**config.mk**
```make
export PLATFORM = sky130hd
export DESIGN_NAME = wb_line_fsm
export DESIGN_NICKNAME = d
export VERILOG_FILES = /design/src/verilog/l1_bridge_pkg.sv /design/src/verilog/wb_line_fsm.sv
export SDC_FILE = /design/constraint.sdc
export NUM_CORES = 1
export LEC_CHECK = 0
export CORE_AREA = 2 2 39 41
export DETAILED_ROUTE_END_ITERATION = 6
export DIE_AREA = 0 0 41 43
export DONT_BUFFER_PORTS = 1
export PLACE_DENSITY = 0.35
export SETUP_SLACK_MARGIN = 0.02
export SKIP_CTS_REPAIR_TIMING = 1
export SLEW_MARGIN = 10
export SYNTH_ARGS = -nofsm -noshare
export SYNTH_HDL_FRONTEND = slang
export SYNTH_SLANG_ARGS = --single-unit
```
**constraint.sdc**
```tcl
create_clock -name i_clk -period 2.9 [get_ports i_clk]
set_clock_uncertainty 0.05 [all_clocks]
set_input_delay 0.435 -clock i_clk [delete_from_list [all_inputs] [get_ports i_clk]]
set_output_delay 0.435 -clock i_clk [all_outputs]
set_load 0.05 [all_outputs]
```
**src/verilog/l1_bridge_pkg.sv**
```systemverilog
// Shared widths, types, latencies and FSM states for the Wishbone to L1 line bridge
`default_nettype none

package l1_bridge_pkg;

    // Wishbone side
    localparam int ADDR_W = 16;
    localparam int WORD_W = 64;
    localparam int SEL_W  = 8;

    // Line side
    localparam int LINE_W         = 256;
    localparam int WORDS_PER_LINE = 4;

    // Cycles of held request before the line store answers
    localparam int LINE_LAT = 3;

    // Cycles the bridge waits on one line access before giving up
    localparam int WAIT_LIMIT = 16;

    typedef logic [ADDR_W-1:0] addr_t;
    typedef logic [WORD_W-1:0] word_t;
    typedef logic [SEL_W-1:0]  sel_t;
    typedef logic [LINE_W-1:0] line_t;

    // Word within a line, address bits 4 to 3
    typedef logic [1:0] word_idx_t;

    // Line within the store, address bits 8 to 5
    typedef logic [3:0] line_idx_t;

    // Wide enough to hold WAIT_LIMIT
    typedef logic [4:0] wait_cnt_t;

    typedef enum logic [2:0] {
        Idle,
        ReadLine,
        WriteLine,
        Respond,
        Fault
    } bridge_state_t;

endpackage

`default_nettype wire

```
**src/verilog/wb_line_fsm.sv**
```systemverilog
// Bridge FSM sequencing line read, merge, line write and the Wishbone ack or err reply
`timescale 1ns/1ps
`default_nettype none

module wb_line_fsm (
    input  wire logic i_clk,
    input  wire logic i_nrst,
    input  wire logic i_wb_cyc,
    input  wire logic i_wb_stb,
    input  wire logic i_wb_we,
    input  wire logic i_line_ack,
    input  wire logic i_wait_expired,
    output logic      o_line_req,
    output logic      o_line_we,
    output logic      o_capture,
    output logic      o_merge_en,
    output logic      o_wait_run,
    output logic      o_wb_ack,
    output logic      o_wb_err
);

    import l1_bridge_pkg::*;

    bridge_state_t state;
    bridge_state_t state_next;

    always_ff @(posedge i_clk or negedge i_nrst) begin
        if (!i_nrst) begin
            state <= Idle;
        end else begin
            state <= state_next;
        end
    end

    always_comb begin
        state_next = state;
        unique case (state)
            Idle: begin
                // Every transfer starts with a fetch of the whole line
                if (i_wb_cyc && i_wb_stb) begin
                    state_next = ReadLine;
                end
            end
            ReadLine: begin
                if (i_line_ack) begin
                    state_next = i_wb_we ? WriteLine : Respond;
                end else if (i_wait_expired) begin
                    state_next = Fault;
                end
            end
            WriteLine: begin
                if (i_line_ack) begin
                    state_next = Respond;
                end else if (i_wait_expired) begin
                    state_next = Fault;
                end
            end
            Respond: begin
                state_next = Idle;
            end
            Fault: begin
                state_next = Idle;
            end
            default: begin
                state_next = Idle;
            end
        endcase
    end

    // Request is held for the whole access, ack ends it on the next cycle
    assign o_line_req = (state == ReadLine) || (state == WriteLine);
    assign o_line_we  = (state == WriteLine);

    // Timer stops in the ack cycle so each access is timed on its own
    assign o_wait_run = o_line_req && !i_line_ack;

    // Fetched line lands in the buffer, merged with write bytes on a write
    assign o_capture  = (state == ReadLine) && i_line_ack;
    assign o_merge_en = o_capture && i_wb_we;

    assign o_wb_ack = (state == Respond);
    assign o_wb_err = (state == Fault);

endmodule

`default_nettype wire

```
# ---- After elaboration in Yosys (flattened, before gate mapping)
# Index checks and enable logic that the tools add are counted.
dict set report totals {
  register_bits 3
  latchBits 0
  ram_bits 0
  rom_bits 0
  in_bits 7
  word_cells 19
  n_memories 0
}
dict set report op_classes {
  addsub 0
  multipliers 0
  div_mod_pow 0
  order_cmp 0
  n_eq_ne 5
  n_shift 0
  mux 6
  n_bitwise 0
  reduce_logical 7
}
# op n
set op_table {}
lappend op_table {{3-bit 2-to-1 mux} 4}
lappend op_table {{3-bit case mux with 3 select lines} 1}
lappend op_table {{3-bit by 2-bit equality test with 1-bit output (second input constant)} 2}
lappend op_table {{1-bit logical AND} 4}
lappend op_table {{3-bit by 1-bit equality test with 1-bit output (second input constant)} 1}
lappend op_table {{3-bit equality test (second input constant)} 1}
lappend op_table {{3-bit zero test} 1}
lappend op_table {{2-bit inequality test (second input constant)} 1}
lappend op_table {{1-bit zero test} 1}
lappend op_table {{1-bit logical OR} 1}
lappend op_table {{1-bit 2-to-1 mux} 1}

# ---- Longest topological paths before layout
dict set report depth {
  ltp_word 3
  ltp_mapped 3
  ltp_nobuf 3
}

# ---- Worst setup path before layout
# Ideal clock, no wire load.
dict set report synth_timing {
  path_type {register -> output}
  startpoint {register state[1]}
  endpoint {output port o_merge_en}
  t_arrival_ns 1.786
  t_required_ns 2.415
  path_slack_ns 0.629
  path_stages_with_launch 4
  cell_sequence {dfrtp_1 -> nand2b_4 -> nor3b_2 -> and2_1}
}
dict set report synth_between {
  elab_chain_len 3
}
# item line_no
set synth_lines {}
lappend synth_lines {{start, declared} wb_line_fsm.sv:24} ;# bridge_state_t state;
lappend synth_lines {{start signal, assigned} wb_line_fsm.sv:29} ;# state <= Idle;
lappend synth_lines {{start signal, assigned} wb_line_fsm.sv:31} ;# state <= state_next;
lappend synth_lines {{3-bit by 1-bit equality test with 1-bit output} wb_line_fsm.sv:78} ;# assign o_capture = (state == ReadLine) && i_line_ack;
lappend synth_lines {{1-bit logical AND} wb_line_fsm.sv:78}
lappend synth_lines {{net o_capture} wb_line_fsm.sv:15} ;# output logic o_capture,
lappend synth_lines {{1-bit logical AND} wb_line_fsm.sv:79} ;# assign o_merge_en = o_capture && i_wb_we;
lappend synth_lines {{end, declared} wb_line_fsm.sv:16} ;# output logic o_merge_en,
# The timed path passes the listed nets, and every way through them passes these cells.

# ---- Worst setup path after layout
dict set report layout_timing {
  startpoint {register state[1]}
  endpoint {output port o_merge_en}
}
dict set report layout_between {
  elab_chain_len 3
}
# item line_no
set layout_lines {}
lappend layout_lines {{3-bit by 1-bit equality test with 1-bit output} wb_line_fsm.sv:78}
lappend layout_lines {{1-bit logical AND} wb_line_fsm.sv:78}
lappend layout_lines {{1-bit logical AND} wb_line_fsm.sv:79}
# No other way between the ends.

==> results.md <==
* #FFs+latches synth at 3
* Post-route DRC at 0
* WP data arrival at ~1700 ps
* Total CTS buffers at 3
* CP cell instances: nand2b_4 > nor3b_2 > buf_4 > and2_1
* Initial antenna violation count at 0
* Worst-path clk slew at 40 ps
* Max reg flops at 3
* # diodes at 0
* Vias per cell at 4.19
* Num rows at 14
* Slowest stage cell, crit path: and2_1
* Syn Nets at 32
* Die height at 43 um
* Worst-margin pin slew at 831 ps
* First-pass GRT wire length at ~660 um
* Vias after detailed routing at about 200
* Setup violators final at 0
* Sequential element share of the synthesized area at 34.3%
* Setup Crit Path Kind: reg -> out
* Initial DRC Count at 2
* Largest net degree at the start of global routing at 8
* Clk sinks at 3
* Skew-Pair Late Insertion Delay at approximately 230 ps
* CP required at 2410 ps
* Layout area overhead at 34.9%
* Leakage power at 0.133 nW
* Max Clk Rate at around 460 MHz
* Initial Util at 15.8%
* H-tree levels at 1
* Cells after Synth at 25
* Drt wl/cell at 10.2 um
* Die Footprint at about 0.0018 mm^2
* Max incr delay on CP at 460 ps
* Gr usage total at between 6 and 7%
* Root buffer cell: clkbuf_4
* I/O pin total at 14
* Most frequent cells in the layout: nand2b_1 (3), nor2_1 (3), clkbuf_4 (3), dfrtp_1 (3)
* Top Registers: state: 3 flops
* Worst VDD drop at 0.475 mV
* Hold Crit Class: in -> reg
* Status: finished, final reports clean
* Hold Vio Cnt, Final at 0
* Drt first pass iters at 3
* Core Footprint at 0.00138 mm^2
* Die X-Extent at a little over 40 um
* Post-Syn Area at 219 um^2
* NumNets Final at 40
* Worst Path Max Fanout at 7
* Count of different cell masters after synthesis at 16
* Reg with most FFs: state
* Startpoint class of the critical path: flop
* Share of cells above drive strength 1 at 34.4%
* Slew Viols, Final at 0
* PwrDens at 1340 mW/mm^2
* Min cycle time layout at 2180 ps
* CTS tree: built
* Sum Neg Setup Slack at 0 ps
* Routed WL at 491 um
* Post-Syn Area per Cell at 8.76 um^2
* Routability congestion estimate from global placement at 0.650
* Routed Antenna Nets at 0
* Fin crit share at 75.1%
* Max Cap Viol at 0
* Worst slew margin at 44.3%
* Crit end category: output port
* Syn. warnings at 0
* Fillers at roughly 160
* Total power at 0.396 mW
* Port Buf Inserts at 0
* RSZ-0062 raised after global routing: false
* Grt ovf at 0
* Vias in the first global route at around 180
* Clock Path Buffers at 2
layer usage:
layer	global-route usage (%)	wire (um)	share of wire, %
met1	8.04	221	45
met2	6.56	208	42
met3	1.57	62	13
met4	8.00	0	0
met5	0	0	0
kinds of logic after synthesis:
| family | count (synthesis) | share of synthesized area (%) |
|---|---|---|
| buffers and inverters | 1 | 1.71 |
| and+or+nand+nor | 18 | 54.9 |
| DFF | 3 | 34.3 |
| AOI/OAI and AO/OA | 3 | 9.14 |
path summary, 6_finish.rpt:
path                       startpoint         end  slack, ps  depth (start not counted)
max in group asynchronous      i_nrst    state[2]       2260                          1
setup / recovery             state[1]  o_merge_en        720                          4
hold / removal             i_line_ack    state[1]        300                          2
min in group asynchronous      i_nrst    state[1]        400                          1
setup reg to reg             state[0]    state[2]       1810                          3
hold reg to reg              state[2]    state[1]        530                          1
cell type report:
class	instances	area (um^2)	share of cell area (%)
timing repair buffer	3	25.0	8.47
sequential	3	75.1	25.4
clock buffer	4	26.3	8.90
tap	16	20.0	6.78
inverter	1	3.75	1.27
multi-input combinational	21	145	49.2
where the power goes:
| part | switching [mW] | total (mW) | internal (mW) |
|---|---|---|---|
| combinational | 0.162 | 0.235 | 0.0729 |
| sequential | 0.0305 | 0.0879 | 0.0574 |
| clock | 0.0210 | 0.0725 | 0.0515 |
| total | 0.214 | 0.396 | 0.182 |
per-stage QoR:
stage / cells / hold WS [ps] / setup slack, ps / utilization, % / cell area, um^2
finish: 48 / 297 / 723 / 21.3 / 295
global route: 48 / 309 / 637 / 21.3 / 295
CTS: 47 / -163 / 702 / 20.6 / 285
detailed placement: 43 / 89.5 / 965 / 18.7 / 259
global placement: 43 / 89.5 / 967 / 18.7 / 259
floorplan: 25 / 89.4 / 629 / - / 219
Yosys cell counts:
cell type,count,share of area (%)
nand2_1,2,3.4
nand2b_1,3,8.6
nor3b_1,1,3.4
dfrtp_1,3,34
and3b_2,1,4.6
nand3b_1,1,3.4
nor2_1,3,5.1
nand3_1,2,4.6
and2_1,2,5.7
and2b_2,1,4.0
nand2b_4,1,6.3
a21oi_1,1,2.3
a31oi_1,1,2.9
inv_1,1,1.7
a21o_2,1,4.0
nor3b_2,1,5.7
worst max-delay path: cells and delay by family (launching register included):
kind / cells / cell delay [ps]
simple gates: 3 / 800
flops: 1 / 430
buf+inv: 1 / 220
(Power assumes the default switching activity.)
