### src/verilog/l1_bridge_pkg.sv
// Shared widths, types, latencies and FSM states for the Wishbone to L1 line bridge
`default_nettype none

package l1_bridge_pkg;

    // Wishbone side
    localparam int ADDR_W = 16;
    localparam int WORD_W = 64;
    localparam int SEL_W  = 8;

    // Line side
    localparam int LINE_W         = 256;
    localparam int WORDS_PER_LINE = 4;

    // Cycles of held request before the line store answers
    localparam int LINE_LAT = 3;

    // Cycles the bridge waits on one line access before giving up
    localparam int WAIT_LIMIT = 16;

    typedef logic [ADDR_W-1:0] addr_t;
    typedef logic [WORD_W-1:0] word_t;
    typedef logic [SEL_W-1:0]  sel_t;
    typedef logic [LINE_W-1:0] line_t;

    // Word within a line, address bits 4 to 3
    typedef logic [1:0] word_idx_t;

    // Line within the store, address bits 8 to 5
    typedef logic [3:0] line_idx_t;

    // Wide enough to hold WAIT_LIMIT
    typedef logic [4:0] wait_cnt_t;

    typedef enum logic [2:0] {
        Idle,
        ReadLine,
        WriteLine,
        Respond,
        Fault
    } bridge_state_t;

endpackage

`default_nettype wire

### src/verilog/line_merge.sv
// Line buffer that captures a fetched line, merges write bytes and picks the reply word
`timescale 1ns/1ps
`default_nettype none

module line_merge (
    input  wire logic                  i_clk,
    input  wire logic                  i_nrst,
    input  wire logic                  i_capture,
    input  wire logic                  i_merge_en,
    input  wire l1_bridge_pkg::line_t  i_line_rdata,
    input  wire l1_bridge_pkg::addr_t  i_wb_adr,
    input  wire l1_bridge_pkg::word_t  i_wb_dat,
    input  wire l1_bridge_pkg::sel_t   i_wb_sel,
    output l1_bridge_pkg::line_t       o_line_wdata,
    output l1_bridge_pkg::word_t       o_wb_dat
);

    import l1_bridge_pkg::*;

    word_idx_t word_idx;
    line_t     merged;
    line_t     line_buf;

    assign word_idx = i_wb_adr[4:3];

    // Replace only the selected bytes of the addressed word
    always_comb begin
        merged = i_line_rdata;
        for (int b = 0; b < SEL_W; b++) begin
            if (i_wb_sel[b]) begin
                merged[word_idx*WORD_W + b*8 +: 8] = i_wb_dat[b*8 +: 8];
            end
        end
    end

    always_ff @(posedge i_clk or negedge i_nrst) begin
        if (!i_nrst) begin
            line_buf <= '0;
        end else if (i_capture) begin
            line_buf <= i_merge_en ? merged : i_line_rdata;
        end
    end

    assign o_line_wdata = line_buf;
    assign o_wb_dat     = line_buf[word_idx*WORD_W +: WORD_W];

endmodule

`default_nettype wire

### config.mk
export PLATFORM = sky130hd
export DESIGN_NAME = line_merge
export DESIGN_NICKNAME = d
export VERILOG_FILES = /design/src/verilog/l1_bridge_pkg.sv /design/src/verilog/line_merge.sv
export SDC_FILE = /design/constraint.sdc
export NUM_CORES = 1
export LEC_CHECK = 0
export ABC_AREA = 1
export BUFFER_PORTS_ARGS = -buffer_cell sky130_fd_sc_hd__buf_2
export CORE_AREA = 2 2 259 261
export CTS_CLUSTER_DIAMETER = 30
export DETAILED_ROUTE_END_ITERATION = 6
export DIE_AREA = 0 0 261 263
export GPL_TIMING_DRIVEN = 1
export PLACE_DENSITY_LB_ADDON = 0.2
export SYNTH_ARGS = -nofsm -noshare
export SYNTH_HDL_FRONTEND = slang
export SYNTH_SLANG_ARGS = --single-unit
### constraint.sdc
create_clock -name i_clk -period 1.3 [get_ports i_clk]
set_clock_uncertainty 0.2 [all_clocks]
set_input_delay 0.065 -clock i_clk [delete_from_list [all_inputs] [get_ports i_clk]]
set_output_delay 0.065 -clock i_clk [all_outputs]
set_load 0.1 [all_outputs]
* After elaboration in Yosys (flattened, before gate mapping)
Cells that the tools add are included.
Storage, ports and cells: bits in registers 256, output and inout bits 320, word-level logic and storage cells 50
Cells by class: add/sub/neg operators 15, shift-type cells 17, multiplexer cells 17
Operators with widths (number):
- $mux 256 | 9
- $bwmux 256 | 8
- $shift 8x34->256 const A | 8
- $shiftx 8x34->256 | 8
- $shiftx 256x9->64 | 1
- $neg 9->34 | 7
- $add 8x6->9 const B | 4
- $neg 8->34 | 1
- $add 8x5->9 const B | 2
- $add 8x4->9 const B | 1

* Depth between registers and ports, before layout
Gate-level depths: netlist of run 1.
depth in word-level cells 19, gate-level depth with buffers 11

* Worst setup path after synthesis of run 1
No wires, ideal clock.
path type flip-flop to output port, start point reg line_buf[64], in the netlist o_line_wdata[64], end point out o_wb_dat[0], arrival 2.624 ns, slack -1.589 ns, stages on the path, launching flop included 3, buffers on the path 0, cells stage by stage dfrtp_1 -> o21ai_0 -> o22ai_1
Between the ends: longest elaborated chain between the ends 1
RTL lines:
- start: declaration | line line_merge.sv:22 | line_t line_buf;
- start signal: assignment | line line_merge.sv:40 | line_buf <= i_merge_en ? merged : i_line_rdata;
- $shiftx 256x9->64 | line line_merge.sv:45 | assign o_wb_dat = line_buf[word_idx*WORD_W +: WORD_W];
- end: declaration | line line_merge.sv:15 | output l1_bridge_pkg::word_t o_wb_dat
No other way between the ends.

* Worst setup path after layout of run 1
start point reg line_buf[169], in the netlist o_line_wdata[169], end point out o_wb_dat[41]
The elaborated chain is that of the path after synthesis.

==> results.yml, run 1 <==
timing:
  drv_slew: 0
  worstMarginPinSlew_ns: 0.5104
  layout_setup_ws_ns: -0.5305
  hold_viol_final: 95
  slew_headroom: 0.6597
  holdWs_ns: -0.1999
  setup_viol: 521
  grt_setup_unrepaired: "yes"
  fmax_ghz: 0.5463
  tns_ns: -123.00
  fin_crit_sh: 1.408
  min_period_ns: 1.830
power:
  powerDensity_nw_per_um2: 1361
  p_leak_nw: 16.23
  vdd_drop_max_mv: 1.232
floorplan:
  start_util: 0.2332
  fp-row-count: 94
  die_area_um2: 68640
  core-area_um2: 65630
  pin_count: 668
  die_h_um: 263
  die_width_um: 261
run_status:
  status: "finished, violations left"
  violations: "hold timing, setup timing"
yosys:
  syn_area_um2: 15310
  syn_nets: 2610
  ys_ff_latch: 256
  synth_area_per_cell_um2: 6.785
  yosysSeqAreaShare: 0.4185
  synth_area_leader_cell: "dfrtp_1"
  ys_top_cells_by_area: "dfrtp_1 (42%), a21oi_1 (16%), nor2_1 (14%), nand2_1 (8.7%), o21ai_0 (4.3%)"
  syn_inst: 2256
  netlist.area_leader.share: 0.4185
  ys_warn_count: 0
  ys_types: 23
clocking:
  clock_latency_ns: 0.60
  cts_buffer_depth: 3
  numCtsBuffers: 89
  cts_tree: "yes"
  cts_max_level: 3
  clock-sinks: 256
  clk_pin_slew_ns: 0.04
  root_buffer: "clkbuf_16"
routing:
  route.detailed.drc: 0
  drt_iter0_drc: 1415
  vias: 22580
  vias_per_cell: 5.002
  post_drt_wl_per_cell_um: 21.48
  routed_wl_um: 96950
  postRouteAntennaNets: 0
  first_pass_iters: 6
worst_setup_path:
  critPathTopFamily: "flip-flops"
  crit_type: "reg2out"
  cpPeakStageDelay_ns: 0.50
  startpoint_type: "register"
  required_ns: 1.03
  crit_path_end_kind: "primary output"
  crit_buf_inv: 1
  worstPathCellList: "o21ai_4, o22ai_4, buf_12"
  worstPathArrival_ns: 1.57
  crit_fanout: 3
  cp_slowest_cell: "dfrtp_4"
placement:
  gp_congestion: 0.9255
  dpl_cell_area_um2: 30790
  port-buffer-count: 653
  dp_slack_ns: -0.4050
  dp.final_hpwl_um: 68270
final_layout:
  n_fill_cell: 5230
  multi_input_comb_area_um2: 11560
  seq_area_um2: 7353
  drive_above_1_share: 0.5262
  area_delta_synth_final_pct: 160.0
  postLayoutCoreUtil: 0.6065
  fin_area_um2: 39810
  largest_register_ffs: 256
  nets: 3923
global_route:
  grt_use_met1: 0.3322
  gr-max-usage-layer: "met2"
  grt_pass1_wl_um: 146400
  grt_pass1_vias: 24230
  use_met2: 0.4700
  track_usage: 0.2755
  use_met3: 0.05546
  overflow: 0
  antenna_found_initial: 10
  grt_max_degree: 49
job:
  cap_viol_max_count: 0
min_path:
  min_path_type: "in2async"
==> what timing repair did <==
item / in CTS / in global routing
hold endpoints to repair: 512 / 158
cloned: 0 / 2
setup endpoints to repair: 320 / 564
pin swaps: 69 / 48
buffers inserted: 106 / 63
resized for setup: 257 / 72
hold buffers: 346 / 2
==> cells by family after synthesis <==
group | after synthesis | share of synthesized area
buffers and inverters | 263 | 0.07242
DFF | 256 | 0.4185
and+or+nand+nor | 1039 | 0.2708
adders and majority gates | 6 | 0.004904
AOI/OAI and AO/OA | 692 | 0.2334
==> through the flow <==
stage / std cells / power (mW)
4_1_cts: 4469 / 54.10
3_3_place_gp: 3852 / 29.48
5_1_grt: 4514 / 55.62
2_1_floorplan: 2256 / 21.50
6_report: 4514 / 54.19
3_5_place_dp: 3852 / 29.58
==> Yosys cell counts <==
master	instances
nor2_1	571
a21oi_1	495
nand2_1	356
dfrtp_1	256
o21ai_0	130
inv_1	94
nand3_1	90
clkbuf_1	89
o22ai_1	64
buf_2	48
nand3_2	18
buf_1	15
buf_4	12
ha_1	6
a21oi_4	2
buf_6	2
nor2_4	2
a21boi_2	1
clkbuf_2	1
clkinv_1	1
inv_2	1
nand4_1	1
nor2_2	1
==> cell usage in the layout, fill, tap and decap left out, types with 4 or more instances in the layout <==
| cell | instances |
|---|---|
| nor2_1 | 446 |
| buf_12 | 405 |
| a21oi_1 | 404 |
| nand2_1 | 354 |
| dlygate4sd3_1 | 336 |
| buf_2 | 326 |
| dfrtp_4 | 252 |
| buf_6 | 169 |
| buf_4 | 140 |
| o21ai_4 | 126 |
| clkbuf_16 | 93 |
| a21oi_2 | 91 |
| nor2_4 | 88 |
| inv_1 | 82 |
| nand3_1 | 73 |
| o22ai_4 | 64 |
| nor2_2 | 40 |
| nand3_4 | 29 |
| clkbuf_8 | 22 |
| clkbuf_1 | 19 |
| clkinv_2 | 15 |
| bufinv_16 | 11 |
| inv_4 | 8 |
| diode_2 | 7 |
| nand3_2 | 7 |
| clkinvlp_4 | 5 |
| dlymetal6s4s_1 | 5 |
| ha_4 | 4 |
==> routing by layer <==
metal	vias to the layer above	wire length [um]
li1	10180	-
met1	11010	38040
met2	1107	47780
met3	275	6579
met4	6	4518
met5	-	37
==> cell type report <==
class,count,area share
Multi-Input combinational cell,1738,0.2905
Tap cell,864,0.02716
Clock inverter,34,0.01264
Timing Repair Buffer,1388,0.4074
Antenna cell,7,0.0004401
Clock buffer,131,0.06654
Sequential cell,256,0.1847
Inverter,96,0.01056
==> worst reg2reg max path, cell delays in order, from the launching register on <==
cell and delay, ns:
dfrtp_4 0.49, buf_6 0.14, buf_4 0.13, nor2_1 0.14
a21oi_1 0.06
==> power by group <==
group | leakage, nW | total, mW | switching, mW | internal (mW)
combinational | 12.0 | 21.2 | 12.9 | 8.29
clock | 1.54 | 22.4 | 6.31 | 16.1
sequential | 2.70 | 10.5 | 1.23 | 9.30
total | 16.2 | 54.2 | 20.5 | 33.7
==> path summary, 6_finish.rpt <==
check                             startpoint                 to  slack, ns  cells after the start
max                        o_line_wdata[169]       o_wb_dat[41]      -0.53                      3
max reg2reg                o_line_wdata[146]  o_line_wdata[146]       0.03                      4
min                                   i_nrst  o_line_wdata[154]      -0.20                      2
min in group i_clk                i_merge_en  o_line_wdata[156]      -0.10                      6
max in group asynchronous             i_nrst   o_line_wdata[62]       0.41                      3
min reg2reg                o_line_wdata[190]  o_line_wdata[190]       0.40                      2
Power figures use the tool's default switching activity.
==> run 2: changes to the inputs <==
Settings changed: REMOVE_ABC_BUFFERS set to 1.
==> run 2 against run 1 <==
Combinational power down 2%. Highest routed layer is now met4. Count of clock-buffer cells in the layout is 2 lower. Critical path depth up 1. The run still ends with hold timing, setup timing left. Die area stayed put. Worst hold slack better by 0.085 ns. Largest power group unchanged.
==> results.yml, run 2 (synthesized netlist as in run 1, its figures left out) <==
clocking:
  cts_max_level: 3
  cts_buffer_depth: 3
  numCtsBuffers: 90
  cts_tree: "yes"
  clk_pin_slew_ns: 0.04
  clock_latency_ns: 0.61
  clock-sinks: 256
  root_buffer: "clkbuf_16"
timing:
  slew_headroom: 0.3991
  fmax_ghz: 0.5232
  holdWs_ns: -0.1148
  hold_viol_final: 192
  fin_crit_sh: 1.470
  drv_slew: 0
  worstMarginPinSlew_ns: 0.8998
  min_period_ns: 1.911
  grt_setup_unrepaired: "yes"
  setup_viol: 386
  tns_ns: -117.24
  layout_setup_ws_ns: -0.6112
job:
  cap_viol_max_count: 0
routing:
  first_pass_iters: 6
  routed_wl_um: 93160
  postRouteAntennaNets: 0
  vias: 22310
  post_drt_wl_per_cell_um: 20.18
  drt_iter0_drc: 1779
  route.detailed.drc: 0
  vias_per_cell: 4.833
floorplan:
  start_util: 0.2332
  die_h_um: 263
  pin_count: 668
  die_area_um2: 68640
  fp-row-count: 94
  die_width_um: 261
  core-area_um2: 65630
final_layout:
  final_cell_mix: "nor2_1 (564), a21oi_1 (492), buf_12 (378)"
  drive_above_1_share: 0.3727
  largest_register_ffs: 256
  fin_area_um2: 36310
  area_delta_synth_final_pct: 137.2
  final_common_cell: "nor2_1"
  n_fill_cell: 5679
  stdcell_count: 4616
  nets: 4028
global_route:
  grt_pass1_vias: 22850
  use_met3: 0.05257
  grt_max_degree: 65
  grt_use_met1: 0.3212
  grt_pass1_wl_um: 137800
  antenna_found_initial: 3
  use_met2: 0.4379
  overflow: 0
  track_usage: 0.2604
  gr-max-usage-layer: "met2"
power:
  p_leak_nw: 16.67
  power_mw: 51.26
  vdd_drop_max_mv: 1.016
  powerDensity_nw_per_um2: 1412
placement:
  port-buffer-count: 653
  gp_congestion: 0.8930
  dp_cells: 4064
  dpl_cell_area_um2: 28020
  dp.final_hpwl_um: 64640
min_path:
  min_from: "i_merge_en"
  hold_end: "o_line_wdata[196]"
  min_path_type: "in2reg"
  holdPathStages: 6
worst_setup_path:
  startpoint_type: "register"
  crit_type: "reg2out"
  required_ns: 1.03
  worstReg2RegEnd: "o_line_wdata[146]"
  reg2reg_from: "o_line_wdata[146]"
  rrSetupSlack_ns: 0.05
  crit_path_end_kind: "primary output"
  crit_fanout: 2
  ff2ff_path_depth: 5
  worstPathArrival_ns: 1.65
run_status:
  status: "finished, violations left"
  violations: "hold timing, setup timing"
## run 2: changes by cell type in the layout (fill, tap and decap cells not counted), sizes merged
| cell | before | now |
|---|---|---|
| dlymetal6s4s | 5 | 9 |
| clkinvlp | 5 | 1 |
| dlymetal6s2s | 0 | 1 |
| clkbuf | 136 | 140 |
| bufinv | 11 | 4 |
| clkinv | 16 | 32 |
| inv | 98 | 96 |
| buf | 1042 | 1127 |
| dlygate4sd3 | 336 | 345 |
| diode | 7 | 4 |
| nand3 | 109 | 108 |
## run 2: layout make-up
| cell class | instances | area [um^2] | area share |
|---|---|---|---|
| diodes | 4 | 10.01 | 0.0002757 |
| well taps | 864 | 1081 | 0.02978 |
| flip-flops and latches | 256 | 6406 | 0.1764 |
| multi-input cells | 1737 | 8210 | 0.2261 |
| repair buffers | 1493 | 17200 | 0.4739 |
| inverters | 96 | 374.1 | 0.01030 |
| clock buffers | 129 | 2641 | 0.07275 |
| clock inverters | 37 | 379.1 | 0.01044 |
## run 2: worst max-delay path, cell delays in order (launching register included)
cell and delay (ns):
dfrtp_1 0.39, o21ai_2 0.08, o22ai_2 0.23, buf_4 0.16, buf_12 0.16
## run 2: worst max-delay path by stage
stage / startpoint / endpoint / slack, ns
6_report: o_line_wdata[128] / o_wb_dat[0] / -0.61
5_1_grt: o_line_wdata[137] / o_wb_dat[9] / -0.67
4_1_cts: o_line_wdata[128] / o_wb_dat[0] / -0.65
3_5_place_dp: i_wb_adr[4] / o_line_wdata[135] / -0.46
3_3_place_gp: i_wb_adr[4] / o_wb_dat[11] / -0.45
2_1_floorplan: i_wb_adr[3] / o_wb_dat[0] / -3.22
## run 2: routing by layer
metal | vias to the layer above | part of all wire | routed length [um]
li1 | 10400 | - | -
met5 | - | 0 | 0
met1 | 10600 | 0.40 | 37090
met4 | 0 | 0.043 | 3968
met3 | 255 | 0.075 | 6962
met2 | 1053 | 0.48 | 45140
## run 2: stage by stage
step / setup slack, ns / utilization
2_1_floorplan: -3.222 / -
3_3_place_gp: -0.4478 / 0.4269
3_5_place_dp: -0.4620 / 0.4269
4_1_cts: -0.6470 / 0.5441
5_1_grt: -0.6669 / 0.5531
6_report: -0.6112 / 0.5532
## run 2: what timing repair did
action	in CTS	in global routing
gates cloned	0	1
pin swaps	17	49
setup buffers	60	100
hold buffers	352	9
endpoints found under the setup margin	320	407
hold endpoints to repair	512	137
gates resized for setup	316	224
## run 2: report_power, final
part           switching, mW  internal (mW)  total (mW)  leakage [nW]
registers              0.621           8.79        9.41          2.89
logic                   12.5           8.17        20.7          12.3
clock network           6.41           14.8        21.2          1.51
total                   19.5           31.7        51.3          16.7
==> run 3: changes to the inputs <==
Settings changed: BUFFER_PORTS_ARGS -buffer_cell sky130_fd_sc_hd__buf_2 to -buffer_cell sky130_fd_sc_hd__buf_4, CELL_PAD_IN_SITES_DETAIL_PLACEMENT set to 2, CELL_PAD_IN_SITES_GLOBAL_PLACEMENT set to 2, CORE_AREA 2 2 259 261 to 2 2 258 260, DIE_AREA 0 0 261 263 to 0 0 260 262.
==> run 3 against run 2 <==
Synthesized cell count is the same. Area after synthesis unchanged. The run now fails in clock tree synthesis (4_1_cts).
==> results.yml, run 3 <==
run_status:
  firstError: "[ERROR DPL-0033] detailed placement checks failed during check placement."
  lastStage: "clock tree synthesis (4_1_cts)"
  status: "stopped before the end"
yosys:
  yosysSeqAreaShare: 0.4185
  syn_inst: 2256
  synth_area_leader_cell: "dfrtp_1"
  synth_common_cells: "nor2_1 (571), a21oi_1 (495), nand2_1 (356), dfrtp_1 (256), o21ai_0 (130)"
  yosysMostFrequentCell: "nor2_1"
  ys_warn_count: 0
  ys_types: 23
  ys_top_cells_by_area: "dfrtp_1 (42%), a21oi_1 (16%), nor2_1 (14%), nand2_1 (8.7%), o21ai_0 (4.3%)"
  postSynth.asyncResetShare: 1.000
  synth_area_per_cell_um2: 6.785
  synth_edf_count: 0
  syn_area_um2: 15310
  synth_top_flop_cell: "dfrtp_1"
  ys_ff_latch: 256
  netlist.area_leader.share: 0.4185
clocking:
  root_buffer: "clkbuf_16"
  numCtsBuffers: 99
  cts_hold_buf: 352
  cts_buffer_depth: 3
  clock-sinks: 256
  cts_resized: 1306
  cts_max_level: 3
  cts_setup_buffers: 121
floorplan:
  start_util: 0.2345
  pin_count: 668
  die_width_um: 260
  fp-row-count: 94
  die_h_um: 262
placement:
  dp_slack_ns: -0.6238
  gp_congestion: 0.8799
  dp.final_hpwl_um: 76440
  port-buffer-count: 653
-- run 3: cells by family after synthesis --
kind of cell               after synthesis  synth area share
AOI/OAI and AO/OA                      692            0.2334
adders and majority gates                6          0.004904
buffers and inverters                  263           0.07242
DFF                                    256            0.4185
and+or+nand+nor                       1039            0.2708
-- run 3: stage by stage --
| step | instance area (um^2) | cells |
|---|---|---|
| after detailed placement | 24290 | 3975 |
| after global placement | 24290 | 3975 |
| after floorplan | 14560 | 2089 |
