## src/verilog/l1_bridge_pkg.sv

```systemverilog
// Shared widths, types, latencies and FSM states for the Wishbone to L1 line bridge
`default_nettype none

package l1_bridge_pkg;

    // Wishbone side
    localparam int ADDR_W = 16;
    localparam int WORD_W = 64;
    localparam int SEL_W  = 8;

    // Line side
    localparam int LINE_W         = 256;
    localparam int WORDS_PER_LINE = 4;

    // Cycles of held request before the line store answers
    localparam int LINE_LAT = 3;

    // Cycles the bridge waits on one line access before giving up
    localparam int WAIT_LIMIT = 16;

    typedef logic [ADDR_W-1:0] addr_t;
    typedef logic [WORD_W-1:0] word_t;
    typedef logic [SEL_W-1:0]  sel_t;
    typedef logic [LINE_W-1:0] line_t;

    // Word within a line, address bits 4 to 3
    typedef logic [1:0] word_idx_t;

    // Line within the store, address bits 8 to 5
    typedef logic [3:0] line_idx_t;

    // Wide enough to hold WAIT_LIMIT
    typedef logic [4:0] wait_cnt_t;

    typedef enum logic [2:0] {
        Idle,
        ReadLine,
        WriteLine,
        Respond,
        Fault
    } bridge_state_t;

endpackage

`default_nettype wire

```

## src/verilog/line_wait_timer.sv

```systemverilog
// Counts cycles one line access is outstanding and flags when the wait limit is hit
`timescale 1ns/1ps
`default_nettype none

module line_wait_timer (
    input  wire logic i_clk,
    input  wire logic i_nrst,
    input  wire logic i_run,
    output logic      o_expired
);

    import l1_bridge_pkg::*;

    wait_cnt_t wait_cnt;

    always_ff @(posedge i_clk or negedge i_nrst) begin
        if (!i_nrst) begin
            wait_cnt <= '0;
        end else if (!i_run) begin
            wait_cnt <= '0;
        end else if (wait_cnt != wait_cnt_t'(WAIT_LIMIT)) begin
            // Holds at the limit until the FSM drops run
            wait_cnt <= wait_cnt + 1'b1;
        end
    end

    assign o_expired = (wait_cnt == wait_cnt_t'(WAIT_LIMIT));

endmodule

`default_nettype wire

```

## config.mk

```make
export PLATFORM = sky130hd
export DESIGN_NAME = line_wait_timer
export DESIGN_NICKNAME = d
export VERILOG_FILES = /design/src/verilog/l1_bridge_pkg.sv /design/src/verilog/line_wait_timer.sv
export SDC_FILE = /design/constraint.sdc
export NUM_CORES = 1
export LEC_CHECK = 0
export BUFFER_PORTS_ARGS = -buffer_cell sky130_fd_sc_hd__buf_2
export CAP_MARGIN = 20
export CORE_AREA = 2 2 39 41
export CTS_BUF_LIST = sky130_fd_sc_hd__clkbuf_2 sky130_fd_sc_hd__clkbuf_4 sky130_fd_sc_hd__clkbuf_8
export CTS_CLUSTER_DIAMETER = 40
export DETAILED_ROUTE_END_ITERATION = 8
export DIE_AREA = 0 0 41 43
export PLACE_DENSITY = 0.37
export REMOVE_ABC_BUFFERS = 1
export SYNTH_ARGS = -nofsm -noshare
export SYNTH_HDL_FRONTEND = slang
export SYNTH_SLANG_ARGS = --single-unit
```

## constraint.sdc

```tcl
create_clock -name i_clk -period 4 [get_ports i_clk]
set_clock_uncertainty 0.2 [all_clocks]
set_input_delay 0.8 -clock i_clk [delete_from_list [all_inputs] [get_ports i_clk]]
set_output_delay 0.8 -clock i_clk [all_outputs]
set_load 0.03 [all_outputs]
```

Word level (Yosys, flattened, before mapping)
Index checks and enable logic that the tools add are counted.
{ "word_totals": {"register_bits": 5, "in_bits": 3, "out_inout_bits": 1, "word_cells": 7} }
{ "classes": {"n_addsub": 1, "n_eq_ne": 3, "n_mux": 2} }
{ "ops": {"columns": ["operator", "n"], "rows": [
  ["2-to-1 mux 5 bit", 2],
  ["adder 5 x 1 -> 5 bit, second input constant", 1],
  ["== test 5 bit, second input constant", 1],
  ["!= test 5 bit, second input constant", 1],
  ["!= test 2 x 1 -> 1 bit, second input constant", 1]
]} }

Depth between registers and ports, before layout
Gate-level depths: netlist of run 1.
{ "logic_depth": {"depth_word": 3, "depth_mapped": 5, "depth_no_buf": 4} }

Least setup slack after synthesis of run 1
OpenSTA, ideal clock, no wires.
{ "synth_timing": {"path_type": "reg-to-output", "startpoint": "register wait_cnt[0]", "endpoint": "output o_expired", "arrival_time_ns": 1.032, "required_ns": 3.000, "setup_slack_ns": 1.968, "path_stages_with_launch": 5, "path_buffers": 1, "cell_sequence": "dfrtp_1 -> inv_1 -> ha_1 -> nor4bb_1 -> buf_4"} }
{ "synth_via": {"elab_chain_cells": 1} }
{ "synth_rtl": {"columns": ["item", "line", "rtl"], "rows": [
  ["from (decl)", "line_wait_timer.sv:14", "wait_cnt_t wait_cnt;"],
  ["from (signal assigned)", "line_wait_timer.sv:23", "wait_cnt <= wait_cnt + 1'b1;"],
  ["== test 5 bit", "line_wait_timer.sv:27", "assign o_expired = (wait_cnt == wait_cnt_t'(WAIT_LIMIT));"],
  ["to (decl)", "line_wait_timer.sv:9", "output logic o_expired"]
]} }
Every way passes these cells.

Worst setup path after layout of run 1
Same ends and word-level chain as after synthesis.

==> results of run 1 <==
[worst max-delay path by stage]
| stage | end | slack [ns] | depth (start not counted) |
|---|---|---|---|
| floorplan | o_expired | 1.10 | 3 |
| global placement | o_expired | 1.43 | 4 |
| detailed placement | o_expired | 1.37 | 4 |
| CTS | o_expired | 1.10 | 4 |
| global route | o_expired | 1.01 | 4 |
| finish | o_expired | 1.12 | 4 |
[final cells by class]
| cell class | instances | share of cell area, % |
|---|---|---|
| clock buffers | 4 | 8.92 |
| inverters | 2 | 2.23 |
| multi-input cells | 19 | 41.3 |
| flip-flops and latches | 5 | 37.2 |
| well taps | 16 | 5.95 |
| repair buffers | 3 | 4.46 |
[cells in the mapped netlist]
| master | n | share of area [%] |
|---|---|---|
| buf_4 | 1 | 2.7 |
| dfrtp_1 | 5 | 45 |
| ha_1 | 2 | 9.0 |
| inv_1 | 2 | 2.7 |
| mux2i_1 | 4 | 14 |
| nand2_1 | 5 | 6.7 |
| nand2b_1 | 3 | 6.7 |
| nand3_1 | 2 | 3.6 |
| nor3b_1 | 1 | 2.7 |
| nor4bb_1 | 1 | 3.6 |
| xnor2_1 | 1 | 3.1 |
[layer usage]
layer	GRT usage, %	part of all wire (%)	up-vias
li1	-	-	101
met1	8.14	41	101
met2	10.9	48	5
met3	8.38	8.4	2
met4	8.00	2.2	0
met5	0	0	-
[critical path: cells and delay by family (launching register included)]
family                     cells  cell delay (ns)
and+or+nand+nor                1             0.69
adders and majority gates      1             0.13
buffers and inverters          2             0.41
DFF                            1             0.41
[stage by stage]
| step | total power (W) | util, % | setup WS [ns] | cells |
|---|---|---|---|---|
| 4_1_cts | 0.000139 | 24.3 | 1.10 | 49 |
| 5_1_grt | 0.000144 | 24.3 | 1.01 | 49 |
| 3_3_place_gp | 0.0000675 | 22.2 | 1.43 | 45 |
| 6_report | 0.000135 | 24.3 | 1.12 | 49 |
| 2_1_floorplan | 0.0000635 | - | 1.10 | 26 |
| 3_5_place_dp | 0.0000685 | 22.2 | 1.37 | 45 |
[cell families after synthesis]
| logic type | synth area share (%) |
|---|---|
| flops | 44.8 |
| xor+xnor | 3.14 |
| mux | 14.4 |
| fa+ha+maj | 8.97 |
| buf+inv | 5.38 |
| simple gates | 23.3 |
[where the power goes]
| group | internal [W] | total (W) | switching [W] |
|---|---|---|---|
| registers | 0.0000533 | 0.0000565 | 0.00000310 |
| logic | 0.00000533 | 0.0000111 | 0.00000581 |
| clock network | 0.0000446 | 0.0000674 | 0.0000227 |
==> run summary, run 1 <==
The area growth from synthesis to layout came out at 20.6%. The antenna diode count came out at 0. In this run the critical register-to-register path is launched from wait_cnt[0]. The count of vias placed by the detailed router came out at roughly 210. The clock latency on the worst-skew pair came out at between 0.2 and 0.3 ns. For this run, the detailed router's first-pass iteration total came to 2. CTS built an H-tree with a depth of 1.

The multi-input combinational cells in the finished layout cover a total of 139 µm². wait_cnt holds more flip-flops than any other register. Buffers inserted during clock tree synthesis total 3. The number of hold buffers added after CTS was 0. The worst reg2reg path endpoint is wait_cnt[0]. The net count of the finished layout came out at 39. The top cell types in the final layout, fill and taps aside, are nand2_1, dfrtp_1, mux2i_1, clkbuf_4.

The pin count of the biggest net entering global routing is 10. Setup repair after global routing left no endpoint under its margin. The startpoint of the worst setup timing path is wait_cnt[0]. For this configuration, the core starts out at a cell density of between 20% and 30%. The sequential fraction of the synthesis area is approximately 45%. The summed negative setup slack over all endpoints is 0 ns. The number of setup violations in the final report is 0. TritonCTS built the clock tree. The slack of the worst reg-to-reg path is around 2.1 ns. The via density per instance is approximately 4.3. The time the worst path needs with I/O delays and setup came out at about 2.9 ns. The chip height is approximately 43 µm. The number of synthesized register bits came out at 5. The post-detailed-route DRC marker count is 0.

For the pin with the worst max-slew slack, the measured transition is between 0.7 and 0.8 ns. In the final layout, the registers with the most flip-flops are wait_cnt: 5 flops. The number of pins with negative max-slew slack in the final report came out at 0. The mapped netlist covers 279 µm².

The clock-pin transition on the worst setup and hold timing paths is about 0.050 ns. The power per standard cell area came out at between 400 and 500 nW/µm². STA classifies the critical path startpoint as a register. The routed design has 550 µm of wire.

The worst-case reg-to-reg path depth is 4. After detailed placement, the total cell area comes to a little over 300 µm². The top fanout value on the critical path is 5.

The area enclosed by the die boundary is around 1800 µm². The post-synthesis average cell area came out at ~10 µm². The top-level I/O count came out at 4. The Yosys step of the flow raised 0 warnings. The required time at the endpoint of the critical path came out at 3.00 ns. In this run the post-CTS setup repair buffer count came out at 0.

The core box area came out at roughly 1400 µm². On the critical path, the stage with the largest delay is an instance of nor4bb_1. The number of global-route vias before repair came out at 210.

The flow ran to the end, and the final reports show no timing, DRC or antenna violations. Gates resized during post-CTS repair numbered 0. The class of the most critical hold timing path is input pin to asynchronous set/reset pin. The worst-case vdd ir drop came out at 0.146 mV. The final-report hold violation count came to 0. The period utilization is a little under three quarters. In this design, the stage delay of the slowest critical-path cell is approximately 0.7 ns. During placement, the flow inserted port buffers numbering 3.

The all-layer global routing usage is 8.87%. The total overflow reported by the global router is 0. The timing-limited maximum frequency is between 300 and 400 MHz. The data arrival time of the critical path is between 1.5 and 2 ns.

The clock tree buffer depth is 2. The total clock sinks came out at 5. Cells with a size suffix above 1 make up about a fifth of the layout.

Once layout is done, the placed cells without fillers occupy 337 µm². The critical path capture point type is an output port. The die outline width is ~41 µm. The total leakage power came out at 0.166 nW. The library cell used as clock root buffer is clkbuf_4.

The number of cells produced by synthesis is 27. The number of core rows is 14. The placer congestion estimate is between 0.7 and 0.8. The worst slew margin relative to its limit came out at 47.0%. The count of filler cells inserted in the layout came out at 145. The worst slack on hold paths came out at roughly 0.16 ns. The first routing iteration left 7 violations. The post-route antenna net violation count is 0. The first global-routing pass estimated approximately 880 µm of wire. The flip-flop count of the largest register after layout is 5.

The initial antenna violation count came out at 0. The critical path is of the register to output port type. Across the run, the number of max-cap violations was 0. The sequential cell area in the final layout came out at between 100 and 150 µm². Traced cell by cell, the critical path runs through inv_1 -> ha_1 -> nor4bb_1 -> buf_2.

The synthesized netlist contains 11 unique library cells. The per-cell routed wire length is ~11 µm.
No activity file was read; power rests on OpenSTA's default activity.
==> run 2, diff against run 1 <==
PLACE_DENSITY = 0.39   (was 0.37)
clock period = 2.64 ns   (was 4 ns; I/O delays follow)
==> run 2 against run 1 <==
First-iteration DRC count decreased by 71%. Count of clock-buffer cells in the layout unchanged. Register-to-register slack got worse by 1.0 ns. Sequential cell count unchanged. Core utilization increased by 1.3 points. Highest routed layer is now met3.
==> run summary, run 2 (synthesized netlist as in run 1, its figures left out) <==
The largest incremental delay on the critical path came out at 0.41 ns (-0.28 ns). wait_cnt holds more flip-flops than any other register. The top fanout value on the critical path was 5 (unchanged). The clock latency on the worst-skew pair is 0.24 ns (about the same). In this run the worst hold path is classified as register to register. The area enclosed by the die boundary is 1760 µm² (unchanged).

The reg-to-reg startpoint is wait_cnt[0]. The count of buffers inserted at the top-level ports is 3 (unchanged). In the final layout, the registers with the most flip-flops are wait_cnt: 5 flops.

The placer congestion estimate was 0.725 (+1.5%). The data arrival time of the critical path came out at 1.48 ns (-0.40 ns). By startpoint and endpoint, the worst setup path is classified as register to output port. The setup slack at placement came out at 0.674 ns (-0.696 ns).

The worst setup path is launched from a register. The total overflow reported by the global router came to 0 (unchanged). The total wire length came out at 476 µm (-13%). The time the worst path needs with I/O delays and setup came out at roughly 2.2 ns. The clock-pin transition on the worst setup and hold timing paths came to 0.05 ns (about the same). The slack of the critical path is 0.430 ns (-0.695 ns).

The effective utilization at floorplan is 20.2% (unchanged). The number of core rows came to 14 (unchanged). The initial antenna violation count is 0 (unchanged). For this design, the slowest cell found on the critical path is dfrtp_1. The per-cell routed wire length is 9.33 µm (-17%). The core box area is 1380 µm² (unchanged). The number of placed instances, taps included came to 46 (+2.2%). The chip height is 43 µm (unchanged). The period utilization is 83.7%.

The worst slew margin relative to its limit is 85.7% (+39 points). The number of design-rule violations left by the first detailed-router iteration is 2 (-5). CTS placed an instance of clkbuf_4 at the clock tree root.

The number of global-route vias before repair came out at 184 (-12%). The via density per instance is 3.88 (-9.0%). The fraction of layout cells with a size suffix above 1 is 22.9% (+1.6 points). The antenna diode count is 0 (unchanged). The number of clock buffers inserted by TritonCTS is 3 (unchanged). The die outline width is 41 µm (unchanged). The maximum level of the CTS H-tree came out at 1 (unchanged). The number of violations of the max-capacitance limit is 0 (unchanged). The final-report hold violation count came out at 0 (unchanged). The post-detailed-route DRC marker count was 0 (unchanged). The total clock sinks was 5 (unchanged). The total length of routed met3 wires came out at 33 µm (-28%). The path with the worst hold slack has its endpoint at wait_cnt[4]. The top-level I/O count is 4 (unchanged). The detailed-routing wirelength on met1 came out at 239 µm (+4.8%). The count of vias placed by the detailed router is 198 (-5.3%). The number of pins with negative max-slew slack in the final report came out at 0 (unchanged).

The all-layer global routing usage is 7.05% (-1.8 points). The start point of the worst min-delay path is wait_cnt[4]. The flow ran to the end, and the final reports show no timing, DRC or antenna violations.

The measured slew at the worst slew-check pin was 0.212 ns (-0.571 ns). The first-pass GRT wire length came out at 759 µm (-14%). The summed negative setup slack over all endpoints came to 0 ns (unchanged).

The length of routed met2 wiring was 202 µm (-23%). The worst-case vdd ir drop was 0.170 mV (+16%). The flip-flop count of the largest register after layout is 5 (unchanged). The worst-case reg-to-reg path depth is 5 (+1). The top routing layer in use is met3. The post-cts resize count came to 0 (unchanged). The required time at the endpoint of the critical path came out at 1.91 ns (-1.09 ns).

Setup repair after global routing left no endpoint under its margin. TritonCTS built the clock tree. The slack of the worst reg-to-reg path is 1.14 ns (-1.00 ns). The cell count of the worst hold path came out at 2. The timing-limited maximum frequency came out at about 450 MHz. The clock tree buffer depth is 2 (unchanged). The critical path capture point type is an output port. The number of setup violations in the final report was 0 (unchanged). The signal on the critical path passes through inv_1 -> ha_1 -> nor4bb_1 -> buf_4 -> buf_2. The area growth from synthesis to layout is 26.9%.

In the layout the commonest cells are nand2_1, dfrtp_1, mux2i_1, clkbuf_4. The power per standard cell area was 567 nW/µm² (+41%). The count of placed standard cells in the final layout, fillers left out came out at 51 (+4.1%). The first-pass iteration count of the detailed router came out at 2 (unchanged). The pin count of the biggest net entering global routing came to 10 (unchanged). The net count of the finished layout came out at 41 (+5.1%). The total leakage power is 0.175 nW (+5.8%). The post-route antenna net violation count came to 0 (unchanged). In this run the critical register-to-register path is captured at wait_cnt[0].
-- run 2: cell types whose count changed in the layout (fill, tap and decap cells not counted) --
cell / change
buf_4: +1
dlygate4sd3_1: +1
-- run 2: where the power goes --
part	total [W]	switching, W	internal [W]	leakage, nW
sequential	0.0000852	0.00000436	0.0000808	0.0673
combinational	0.0000175	0.00000856	0.00000897	0.0898
clock	0.0000981	0.0000307	0.0000674	0.0184
total	0.000201	0.0000436	0.000157	0.175
-- run 2: critical path: cells and delay by family (launching register included) --
kind                       cells  cell delay (ns)
buffers and inverters          3             0.45
DFF                            1             0.41
adders and majority gates      1             0.13
and+or+nand+nor                1             0.25
-- run 2: layout make-up --
type	count	area [µm²]
Inverter	2	7.51
Clock buffer	4	30.0
Multi-Input combinational cell	19	139
Fill cell	155	1030
Tap cell	16	20.0
Sequential cell	5	125
Timing Repair Buffer	5	32.5
-- run 2: metrics by stage --
stage	cell area, µm²	total power [W]	hold WS [ns]	util (%)
floorplan	272	0.0000962	0.0324	-
global placement	314	0.000103	0.154	22.7
detailed placement	314	0.000103	0.151	22.7
CTS	354	0.000206	0.364	25.6
global route	354	0.000212	0.379	25.6
finish	354	0.000201	0.350	25.6
-- run 2: worst max path at each step --
stage	from	depth (start not counted)	end
finish	wait_cnt[0]	5	o_expired
global route	wait_cnt[0]	5	o_expired
CTS	wait_cnt[0]	5	o_expired
detailed placement	wait_cnt[0]	5	o_expired
global placement	wait_cnt[0]	5	o_expired
floorplan	wait_cnt[0]	3	o_expired
-- run 2: what timing repair did --
item	CTS	global route
endpoints found under the setup margin	0	0
buffers inserted	0	0
hold buffers	1	0
hold endpoints to repair	5	0
-- run 2: metal layers --
layer | global-route usage (%) | vias up
li1 | - | 104
met2 | 7.50 | 4
met3 | 3.14 | 0
met4 | 8.00 | 0
met1 | 9.09 | 90
met5 | 0 | -
==> run 3, diff against run 2 <==
ABC_AREA = 1   (was default)
clock period = 1.95 ns   (was 2.64 ns; I/O delays follow)
==> run 3 against run 2 <==
Die area stayed put. Register-to-register slack worse by 0.46 ns. Hold slack worse by 0.11 ns. Routed wire length is 0.84% higher. Highest routed layer is now met4.
==> run summary, run 3 <==
Ranked by flip-flop count, first place goes to wait_cnt. The antenna diode count came out at 0 (unchanged). The global-route met2 utilization is 10.3% (+2.8 points). The maximum level of the CTS H-tree is 1 (unchanged). The post-detailed-route DRC marker count is 0 (unchanged). The fraction of layout cells with a size suffix above 1 is 25.0% (+2.1 points).

Yosys attributes the largest share of cell area to dfrtp_1, nand2_1, ha_1, nand3_1, inv_1. The total clock sinks was 5 (unchanged). The net count of the finished layout came out at 50 (+22%). The area growth from synthesis to layout came out at 27.9%. The effective utilization at floorplan is 20.1% (-0.090 points). STA classifies the critical path endpoint as an output port.

The sequential cell area in the final layout came out at 125 µm² (unchanged). The initial antenna violation count was 0 (unchanged). The first-pass GRT wire length came out at 897 µm (+18%).

The total leakage power was 0.197 nW (+12%). The library cell used most frequently in the layout, excluding fill and tap cells, is nand2_1. The library cells used most frequently in the layout, excluding fill and tap cells, are nand2_1, nand3_1, nor2_1, dfrtp_1.

The all-layer global routing usage came out at 8.38% (+1.3 points). The count of buffers inserted at the top-level ports came to 3 (unchanged). The busiest layer in global routing is met2. The count of filler cells inserted in the layout is 163 (+5.2%). The count of vias placed by the detailed router is 234 (+18%).

The power spent charging and discharging nets came to 0.0000540 W (+24%). The run finished with clean final reports. The number of pins with negative max-slew slack in the final report is 0 (unchanged). The flip-flop count of the largest register after layout came to 5 (unchanged). The data arrival time of the critical path is 1.26 ns (-0.22 ns). The most common cell type on the critical path is inv_2. The met1 track demand over resource came out at 9.51% (+0.42 points). The power per standard cell area came out at 742 nW/µm² (+31%). Setup repair after global routing left no endpoint under its margin. The sequential fraction of the synthesis area came out at 45.0% (+0.20 points). The TritonCTS clock tree is built. The share of flip-flops with an asynchronous set or reset after synthesis is 100% (unchanged). The number of violations of the max-capacitance limit was 0 (unchanged).

The number of core rows is 14 (unchanged). The timing-limited maximum frequency came out at about 540 MHz. The via density per instance is 3.90 (+0.45%). The proportion of netlist area held by the largest area contributor came out at 45.0% (+0.20 points). The top fanout value on the critical path came to 4 (-1).

The placed cell area is 313 µm² (-0.40%). The number of synthesized register bits is 5 (unchanged). The logic gate share of total power came out at 8.1% (-0.6 points). The number of global-route vias before repair came out at 228 (+24%). STA classifies the critical path startpoint as a register.

The number of clock buffers inserted by TritonCTS is 3 (unchanged). The post-route antenna net violation count is 0 (unchanged). The total power is 0.000263 W (+31%). The number of design-rule violations left by the first detailed-router iteration was 3 (+1). The area of the mapped netlist was 278 µm² (-0.45%). Summed over all nets, the half-perimeter wirelength after detailed placement is a little over 400 µm. The clock-pin transition on the worst setup and hold timing paths is 0.04 ns (about the same). The top-level I/O count came to 4 (unchanged).

The switching share of power came to 20.5% (-1.2 points). The worst path uses between 90% and 100% of the clock period. The signal on the critical path passes through inv_2 -> ha_1 -> nand2_1 -> inv_1 -> nand2_2 -> inv_2 -> buf_4. CTS placed an instance of clkbuf_4 at the clock tree root. Broken down by cell family, the worst path's largest delay share belongs to flip-flops. The combined buffer and inverter count along the critical path came out at 4 (+1). The area of the multi-input gates came to 130 µm² (-6.3%). The area enclosed by the die boundary came out at 1760 µm² (unchanged). The cell-internal power is 0.000210 W (+33%). The number of setup violations in the final report came to 0 (unchanged).

The total overflow reported by the global router is 0 (unchanged). The die outline width is 41 µm (unchanged). The post-synthesis average cell area came to 7.72 µm² (-25%). In the final layout, the registers with the most flip-flops are wait_cnt: 5 flops. The total wire length is 480 µm (+0.84%). The buffers inserted during post-CTS setup optimization is 0 (unchanged). nand2_1 is the most common cell in the netlist. The worst setup path is of the register to output port kind. The measured slew at the worst slew-check pin is 0.163 ns (-0.0495 ns). The clock tree buffer depth is 2 (unchanged).

The core box area is 1380 µm² (unchanged). The most common flop cell mapped by yosys is dfrtp_1. The clock latency on the worst-skew pair is 0.23 ns (about the same). The clock network fraction of total power came out at 48.3% (-0.5 points). The critical path's slowest cell is dfrtp_1. The worst slew margin relative to its limit came out at 89.2% (+3.5 points). The first-pass iteration count of the detailed router is 4 (+2).

The cell area after layout came out at 355 µm² (+0.35%). The largest incremental delay on the critical path is 0.41 ns (about the same). Sorting the synthesized cells by how often they occur yields nand2_1, dfrtp_1, inv_1, nand3_1, nor2_1. The required time at the endpoint of the critical path is 1.36 ns (-0.55 ns). The per-cell routed wire length is 8.00 µm (-14%). The final-report hold violation count is 0 (unchanged). The pin count of the biggest net entering global routing is 8 (-2).

The global routing usage on met3 came out at 3.14% (unchanged). The fraction of power consumed by sequential logic came out at 43.6% (+1.2 points). The chip height is 43 µm (unchanged).

The synthesized design spends more area on one cell type than any other, namely dfrtp_1. The smallest clock period supported by the final layout is computed as 1.85 ns. The placer congestion estimate is 0.640 (-12%).

The summed negative setup slack over all endpoints is 0 ns (unchanged). The number of distinct library cell variants in the gate-level netlist after synthesis came to 11 (unchanged). The number of cells produced by synthesis came to 36 (+33%). The worst-case vdd ir drop is 0.250 mV (+47%). The number of enable flip-flop cells after synthesis came out at 0 (unchanged). The tightest min-delay check is of the input pin to register type. The count of synthesis-stage warnings from yosys came out at 0 (unchanged).
run 3: changes by cell type after synthesis, moves of 2 or more:
| cell | before | now |
|---|---|---|
| mux2i_1 | 4 | 0 |
| nand3_1 | 2 | 5 |
| nand2b_1 | 3 | 0 |
| nor2_1 | 0 | 5 |
| inv_1 | 2 | 5 |
| nand4_1 | 0 | 2 |
| nand2_1 | 5 | 8 |
run 3: logic make-up after synthesis:
logic type,count (synthesis),share of synthesized area [%]
buffers and inverters,6,8.11
DFF,5,45.0
adders and majority gates,2,9.01
and+or+nand+nor,23,37.8
run 3: worst min-delay path: stages:
cell and delay (ns):
buf_2 0.14, nand2_1 0.07, nor2_1 0.04
run 3: per-stage QoR:
| stage | setup slack [ns] | hold slack [ns] | utilization (%) | instances |
|---|---|---|---|---|
| after floorplan | 0.452 | -0.106 | - | 36 |
| after global placement | 0.273 | 0.0118 | 22.6 | 55 |
| after detailed placement | 0.275 | 0.00663 | 22.6 | 55 |
| after CTS | 0.0183 | 0.240 | 25.5 | 60 |
| after global routing | 0.00787 | 0.239 | 25.7 | 60 |
| final | 0.0955 | 0.244 | 25.7 | 60 |
run 3: path summary, 6_finish.rpt:
check | from | end | slack [ns] | cells past startpoint
worst max-delay path | wait_cnt[0] | o_expired | 0.1 | 7
worst min-delay path | i_run | wait_cnt[4] | 0.24 | 3
worst max register to register | wait_cnt[0] | wait_cnt[2] | 0.68 | 4
worst min register to register | wait_cnt[1] | wait_cnt[1] | 0.38 | 2
max in group asynchronous | i_nrst | wait_cnt[2] | 1.13 | 2
min in group asynchronous | i_nrst | wait_cnt[3] | 0.29 | 2
run 3: what timing repair did:
action	CTS	global route
hold endpoints to repair	5	0
hold buffers	1	0
gates resized for setup	0	3
endpoints found under the setup margin	0	1
run 3: final cells by class:
cell class / count / share of cell area, %
Multi-Input combinational cell: 25 / 36.6
Sequential cell: 5 / 35.2
Clock buffer: 4 / 8.45
Timing Repair Buffer: 4 / 7.75
Inverter: 6 / 6.34
Tap cell: 16 / 5.63
run 3: metal layers:
layer	up-vias	wire, µm
met1	102	233
li1	129	-
met3	2	1
met2	1	236
met5	-	0
met4	0	8
run 3: power by group through the flow:
stage	logic (W)	clock network, W	registers (W)
floorplan	0.0000125	0	0.000115
global placement	0.0000220	0	0.000116
detailed placement	0.0000207	0	0.000116
CTS	0.0000224	0.000135	0.000115
global route	0.0000267	0.000149	0.000115
finish	0.0000214	0.000127	0.000115
